$ cat src/logic/soc_pkg.sv
package soc_pkg;

    // one request from the core's memory bus, valid for a single cycle
    typedef struct packed {
        logic        read;
        logic [3:0]  write_mask;
        logic [31:0] address;
        logic [31:0] write_value;
    } mem_bus_t;

    // ##################################################################
    // address map
    // ##################################################################

    localparam logic [31:0] RAM_BASE  = 32'h0000_0000;  // 64 KiB window
    localparam logic [31:0] LEDS_BASE = 32'h0001_0000;  // one word
    localparam logic [31:0] UART_BASE = 32'h0002_0000;  // four words

    // ##################################################################
    // uart registers
    // ##################################################################

    // word offsets inside the uart window
    localparam logic [1:0] UART_DATA    = 2'd0;
    localparam logic [1:0] UART_STATUS  = 2'd1;
    localparam logic [1:0] UART_DIVISOR = 2'd2;

    // bit positions in the status word
    localparam int STATUS_TX_BUSY    = 0;
    localparam int STATUS_RX_VALID   = 1;
    localparam int STATUS_RX_OVERRUN = 2;

    // frame sequencer states, shared by the transmit and receive sides
    typedef enum logic [1:0] {
        idle,
        start,
        data,
        stop
    } uart_state_t;

endpackage

$ cat src/logic/baud_timer.sv
`timescale 1ns/100ps

module baud_timer (
    input  logic        pll_clk,
    input  logic        reset,
    input  logic [15:0] divisor,
    input  logic        tx_restart,
    input  logic        rx_restart,
    output logic [1:0]  bit_tick,    // {receive, transmit}
    output logic        half_tick
);

    logic [15:0] tx_count;
    logic [15:0] rx_count;

    // a bit lasts divisor + 1 clocks, from reload down to zero
    assign bit_tick[0] = (tx_count == 16'h0);
    assign bit_tick[1] = (rx_count == 16'h0);

    // halfway down the receive count is the middle of the bit
    assign half_tick = (rx_count == {1'b0, divisor[15:1]});

    // ##################################################################
    // down-counters
    // ##################################################################

    always_ff @(posedge pll_clk) begin
        if (reset) begin
            tx_count <= 16'h0;
            rx_count <= 16'h0;
        end else begin
            if (tx_restart || bit_tick[0]) begin
                tx_count <= divisor;
            end else begin
                tx_count <= tx_count - 16'h1;
            end

            // restart on the falling edge lines the count up with the frame
            if (rx_restart || bit_tick[1]) begin
                rx_count <= divisor;
            end else begin
                rx_count <= rx_count - 16'h1;
            end
        end
    end

endmodule

$ cat src/logic/uart.sv
`timescale 1ns/100ps

module uart import soc_pkg::*; #(
    parameter int DEFAULT_DIVISOR = 7
) (
    input  logic        pll_clk,
    input  logic        reset,
    input  logic        sel,
    input  mem_bus_t    bus,
    output logic [31:0] read_value,
    input  logic        rx,
    output logic        tx
);

    logic [1:0]  offset;
    logic        bus_write;
    logic        bus_read;
    logic        tx_start;
    logic [15:0] divisor;
    logic [8:0]  tx_shreg;      // data bits followed by the stop bit
    logic [7:0]  rx_shreg;
    logic [7:0]  rx_data;
    logic        rx_meta;
    logic        rx_sync;
    logic        rx_valid;
    logic        rx_overrun;
    logic [31:0] status;
    logic        tx_load;
    logic        tx_shift;
    logic        tx_restart;
    logic        rx_restart;
    logic        rx_sample;
    logic        rx_done;
    logic        tx_busy;
    logic [1:0]  bit_tick;
    logic        half_tick;

    assign offset    = bus.address[3:2];
    assign bus_write = sel && (bus.write_mask != 4'h0);
    assign bus_read  = sel && bus.read;
    assign tx_start  = bus_write && offset == UART_DATA && bus.write_mask[0];

    always_comb begin
        status                    = 32'h0;
        status[STATUS_TX_BUSY]    = tx_busy;
        status[STATUS_RX_VALID]   = rx_valid;
        status[STATUS_RX_OVERRUN] = rx_overrun;
    end

    // ##################################################################
    // registers
    // ##################################################################

    always_ff @(posedge pll_clk) begin
        if (reset) begin
            divisor    <= 16'(DEFAULT_DIVISOR);
            rx_valid   <= 1'b0;
            rx_overrun <= 1'b0;
            read_value <= 32'h0;
        end else begin
            if (bus_write && offset == UART_DIVISOR) begin
                if (bus.write_mask[0]) divisor[7:0] <= bus.write_value[7:0];
                if (bus.write_mask[1]) divisor[15:8] <= bus.write_value[15:8];
            end
            // overrun is write-one-to-clear
            if (bus_write && offset == UART_STATUS && bus.write_mask[0]
                    && bus.write_value[STATUS_RX_OVERRUN]) begin
                rx_overrun <= 1'b0;
            end
            if (bus_read && offset == UART_DATA) rx_valid <= 1'b0;
            if (rx_done) begin
                rx_valid <= 1'b1;  // a new frame wins over a read in the same cycle
                if (rx_valid) rx_overrun <= 1'b1;
            end

            read_value <= 32'h0;
            if (bus_read) begin
                case (offset)
                    UART_DATA:    read_value <= {24'h0, rx_data};
                    UART_STATUS:  read_value <= status;
                    UART_DIVISOR: read_value <= {16'h0, divisor};
                    default:      read_value <= 32'h0;
                endcase
            end
        end
    end

    // ##################################################################
    // serial datapath
    // ##################################################################

    always_ff @(posedge pll_clk) begin
        if (reset) begin
            tx      <= 1'b1;
            rx_meta <= 1'b1;
            rx_sync <= 1'b1;
        end else begin
            rx_meta <= rx;
            rx_sync <= rx_meta;
            if (tx_load) begin
                tx <= 1'b0;  // start bit
            end else if (tx_shift) begin
                tx <= tx_shreg[0];
            end
        end
    end

    // payload shifters, steered entirely by the sequencer
    always_ff @(posedge pll_clk) begin
        if (tx_load) tx_shreg <= {1'b1, bus.write_value[7:0]};
        else if (tx_shift) tx_shreg <= {1'b1, tx_shreg[8:1]};
        if (rx_sample) rx_shreg <= {rx_sync, rx_shreg[7:1]};  // lsb arrives first
        if (rx_done) rx_data <= rx_shreg;
    end

    uart_fsm uart_fsm (
        .pll_clk(pll_clk),
        .reset(reset),
        .tx_start(tx_start),
        .rx_line(rx_sync),
        .bit_tick(bit_tick),
        .half_tick(half_tick),
        .tx_load(tx_load),
        .tx_shift(tx_shift),
        .tx_restart(tx_restart),
        .rx_restart(rx_restart),
        .rx_sample(rx_sample),
        .rx_done(rx_done),
        .tx_busy(tx_busy)
    );

    baud_timer baud_timer (
        .pll_clk(pll_clk),
        .reset(reset),
        .divisor(divisor),
        .tx_restart(tx_restart),
        .rx_restart(rx_restart),
        .bit_tick(bit_tick),
        .half_tick(half_tick)
    );

endmodule

$ cat src/logic/uart_fsm.sv
`timescale 1ns/100ps

module uart_fsm import soc_pkg::*; (
    input  logic       pll_clk,
    input  logic       reset,
    input  logic       tx_start,
    input  logic       rx_line,
    input  logic [1:0] bit_tick,   // bit 0 transmit, bit 1 receive
    input  logic       half_tick,
    output logic       tx_load,
    output logic       tx_shift,
    output logic       tx_restart,
    output logic       rx_restart,
    output logic       rx_sample,
    output logic       rx_done,
    output logic       tx_busy
);

    uart_state_t tx_state;
    uart_state_t rx_state;
    logic [2:0]  tx_count;
    logic [2:0]  rx_count;
    logic        rx_prev;

    assign tx_busy    = (tx_state != idle);
    assign tx_restart = tx_load;  // bit timing starts with the start bit

    // ##################################################################
    // commands to the datapath
    // ##################################################################

    always_comb begin
        tx_load    = 1'b0;
        tx_shift   = 1'b0;
        rx_restart = 1'b0;
        rx_sample  = 1'b0;
        rx_done    = 1'b0;

        case (tx_state)
            idle:        tx_load = tx_start;  // writes while busy are dropped here
            start, data: tx_shift = bit_tick[0];
            default:     ;
        endcase

        case (rx_state)
            idle:    rx_restart = rx_prev && !rx_line;
            data:    rx_sample = half_tick;
            stop:    rx_done = half_tick;
            default: ;
        endcase
    end

    // ##################################################################
    // sequencers
    // ##################################################################

    always_ff @(posedge pll_clk) begin
        if (reset) begin
            tx_state <= idle;
            rx_state <= idle;
            tx_count <= 3'd0;
            rx_count <= 3'd0;
            rx_prev  <= 1'b1;
        end else begin
            rx_prev <= rx_line;

            case (tx_state)
                idle: if (tx_load) tx_state <= start;
                start: begin
                    if (bit_tick[0]) begin
                        tx_state <= data;
                        tx_count <= 3'd0;
                    end
                end
                data: begin
                    if (bit_tick[0]) begin
                        tx_count <= tx_count + 3'd1;
                        if (tx_count == 3'd7) tx_state <= stop;  // last shift put out the stop bit
                    end
                end
                stop: if (bit_tick[0]) tx_state <= idle;
            endcase

            case (rx_state)
                idle: if (rx_restart) rx_state <= start;
                start: begin
                    // a glitch that is high again at mid-bit is not a start bit
                    if (half_tick && rx_line) begin
                        rx_state <= idle;
                    end else if (bit_tick[1]) begin
                        rx_state <= data;
                        rx_count <= 3'd0;
                    end
                end
                data: begin
                    if (bit_tick[1]) begin
                        rx_count <= rx_count + 3'd1;
                        if (rx_count == 3'd7) rx_state <= stop;
                    end
                end
                stop: if (half_tick) rx_state <= idle;
            endcase
        end
    end

endmodule

$ cat config.mk
export PLATFORM = sky130hd
export DESIGN_NAME = uart
export DESIGN_NICKNAME = d
export VERILOG_FILES = /design/src/logic/soc_pkg.sv /design/src/logic/baud_timer.sv /design/src/logic/uart.sv /design/src/logic/uart_fsm.sv
export SDC_FILE = /design/constraint.sdc
export NUM_CORES = 1
export LEC_CHECK = 0
export ABC_AREA = 1
export BUFFER_PORTS_ARGS = -buffer_cell sky130_fd_sc_hd__buf_2
export CAP_MARGIN = 20
export CORE_UTILIZATION = 35
export DETAILED_ROUTE_END_ITERATION = 10
export SYNTH_ARGS = -nofsm -noshare
export SYNTH_HDL_FRONTEND = slang
export SYNTH_HIERARCHICAL = 1
export SYNTH_SLANG_ARGS = --single-unit
$ cat constraint.sdc
create_clock -name pll_clk -period 3.1 [get_ports pll_clk]
set_input_delay 0.465 -clock pll_clk [delete_from_list [all_inputs] [get_ports pll_clk]]
set_output_delay 0.465 -clock pll_clk [all_outputs]
set_load 0.05 [all_outputs]
==> metrics.txt <==
status complete, no violations; DP Cell Count 947; clock-pin slew on the worst setup and hold paths 0.08 ns; Post-CTS Hold Buffers 0; drt wl/cell 11.9 µm; CP endpoint kind flip-flop; Adder-Cell Fraction of Synth Area 2.55%; multi-input logic area 2580 µm²; relative slew slack 57.7%; crit path launch type flip-flop; Overflow after GRT 0; Die Y 126 µm; DR vias 4364; Final GP Congestion 0.815; Setup TNS Final 0 ns; Final period util 76.9%; Leak 2.80 nW; hold crit path type in -> reg; CTS H-Tree Depth 3; cells after synthesis 721; Worst VDD drop 0.303 mV; post-synthesis compound-gate area fraction 5.17%; critical path class reg -> reg; max-slew violations 0; Antenna Nets Post-Route 0; first-pass GRT wire length 19200 µm; power per cell area 804 nW/µm²; share of cells above drive strength 1 17.7%; Critical Path RT 3.11 ns; postcts setup bufs 0; FILL cells 1582; data arrival time of the worst path 2.39 ns; DR pass1 iterations 5; largest net degree at the start of global routing 29; Longest Clk Path Bufs 2; Die W 126 µm; port bufs 43; Max-Cap Viols 0; vias in the first global route 3926; die area 15900 µm²; final cell count without fillers 963; synthesized flop and latch total 104; synth top area cells dfxtp_1, nand2_1, edfxtp_1, nor2_1, inv_1; Hold Violations, Final 0; most frequent cells in the layout nand2_1, nor2_1, dfxtp_1; placed cell area 5720 µm²; Skew-Pair Late Insertion Delay 0.35 ns; CTS buffer count 9; Synth Warn # 6; Tightest Pin Transition 0.632 ns; commonest non-fill, non-tap cell in the layout nand2_1; RSZ-0062 raised after global routing no; main combinational cell family by area after synthesis simple AND/OR/NAND/NOR gates; Simple-Gate Fraction of Synth Area 35.9%; P&R area growth vs syn 11.2%; fmax 420 MHz; CTS tree built; sequential fraction of the synthesis area 43.0%; Detailed Route Iter0 Violations 299; vias per std cell 4.53; Total GRT Usage 15.2%; Ant. Diodes 0; Std-Cell Rows 45; Setup-failing EPs final 0; post-synthesis xor/xnor area fraction 3.08%; fin area 6000 µm²; clock sink total 104; post-synth top area cell dfxtp_1; area of the mapped netlist 5400 µm²; number of gates resized after CTS 0; DP Wirelength 8320 µm; Top Ports 106; top cell type's share of synthesized area 29.7%; DR DRC count 0; mux cell area share after synthesis 0%; register area 2320 µm²; total core area 15100 µm²; Starting Density 35.7%; fin crit period 2.38 ns; initial antenna violation count 0; Total Power 4.83 mW; nets@finish 854; Core Util, Final 39.6%; clock skew 0.0108 ns; Mean Syn Cell Area 7.49 µm²; Max FO, Critical Path 8; Routed WL 11500 µm; number of library cell types mapped by synthesis 39; root buffer cell clkbuf_16
## path summary, 6_finish.rpt
kind | start | to | slack, ns | depth (start not counted)
worst min register to register | rx_meta | rx_sync | 0.41 | 1
worst max register to register | baud_timer/tx_count[0] | tx_shreg[4] | 0.72 | 11
worst min-delay path | rx | rx_meta | 0.30 | 2
worst max-delay path | baud_timer/tx_count[0] | tx_shreg[4] | 0.72 | 11
## logic make-up after synthesis
family | after synthesis
buffers and inverters | 108
AOI/OAI and AO/OA | 46
adders and majority gates | 11
and+or+nand+nor | 432
DFF | 104
other | 1
xor gates and xnor gates | 19
## worst max-delay path: stages, from the launching register on
cell and delay, ns:
dfxtp_1 0.33, inv_1 0.09, ha_1 0.26, nand3_4 0.12, nor2_1 0.28, nand3_1 0.14
nor4_1 0.19, buf_4 0.19, nand2_1 0.06, inv_1 0.06, inv_1 0.05, nand2_1 0.27
## synthesized netlist by cell type, drive strengths merged
| master | number |
|---|---|
| xnor2 | 8 |
| clkinv | 1 |
| ha | 11 |
| a31oi | 1 |
| a21oi | 25 |
| nand2 | 231 |
| clkbuf | 2 |
| conb | 1 |
| xor2 | 11 |
| o21ai | 19 |
| nor2 | 128 |
| nor3 | 12 |
| nand3b | 2 |
| nand4 | 5 |
| edfxtp | 24 |
| or2 | 8 |
| inv | 79 |
| o211ai | 1 |
| buf | 26 |
| nor4 | 2 |
| dfxtp | 80 |
| nand3 | 44 |
## flip-flops by register name, summed over array words and instances (netlist names), named ones only
signal,count
uart_fsm/rx_state,1
uart_fsm/rx_count,3
read_value,16
tx_shreg,8
rx_shreg,8
rx_overrun,1
baud_timer/rx_count,16
divisor,16
rx_valid,1
rx_sync,1
uart_fsm/tx_state,2
rx_meta,1
uart_fsm/tx_count,3
rx_data,8
uart_fsm/rx_prev,1
tx,1
baud_timer/tx_count,16
## layer usage
layer / track usage, % / routed length [µm] / up-vias
met5: 0 / 0 / -
met4: 4.68 / 174 / 0
met3: 2.04 / 319 / 13
met2: 25.4 / 5400 / 71
met1: 20.3 / 5580 / 1964
li1: - / - / 2316
## final cells by class
type / instances / share of cell area [%]
Tap cell: 188 / 3.92
Sequential cell: 104 / 38.7
Multi-Input combinational cell: 524 / 43.0
Inverter: 80 / 5.17
Clock inverter: 6 / 0.708
Clock buffer: 10 / 3.98
Timing Repair Buffer: 51 / 4.58
## power by group
part / leakage (nW) / switching (mW) / internal, mW
combinational: 1.80 / 1.26 / 0.707
clock: 0.137 / 0.512 / 0.570
sequential: 0.867 / 0.195 / 1.58
total: 2.80 / 1.97 / 2.86
## per-stage QoR
| stage | setup WS [ns] | hold WS [ns] |
|---|---|---|
| 2_1_floorplan | 0.947 | 0.389 |
| 3_3_place_gp | 0.702 | 0.392 |
| 3_5_place_dp | 0.733 | 0.399 |
| 4_1_cts | 0.698 | 0.294 |
| 5_1_grt | 0.452 | 0.301 |
| 6_report | 0.717 | 0.302 |
(Power assumes the default switching activity.)
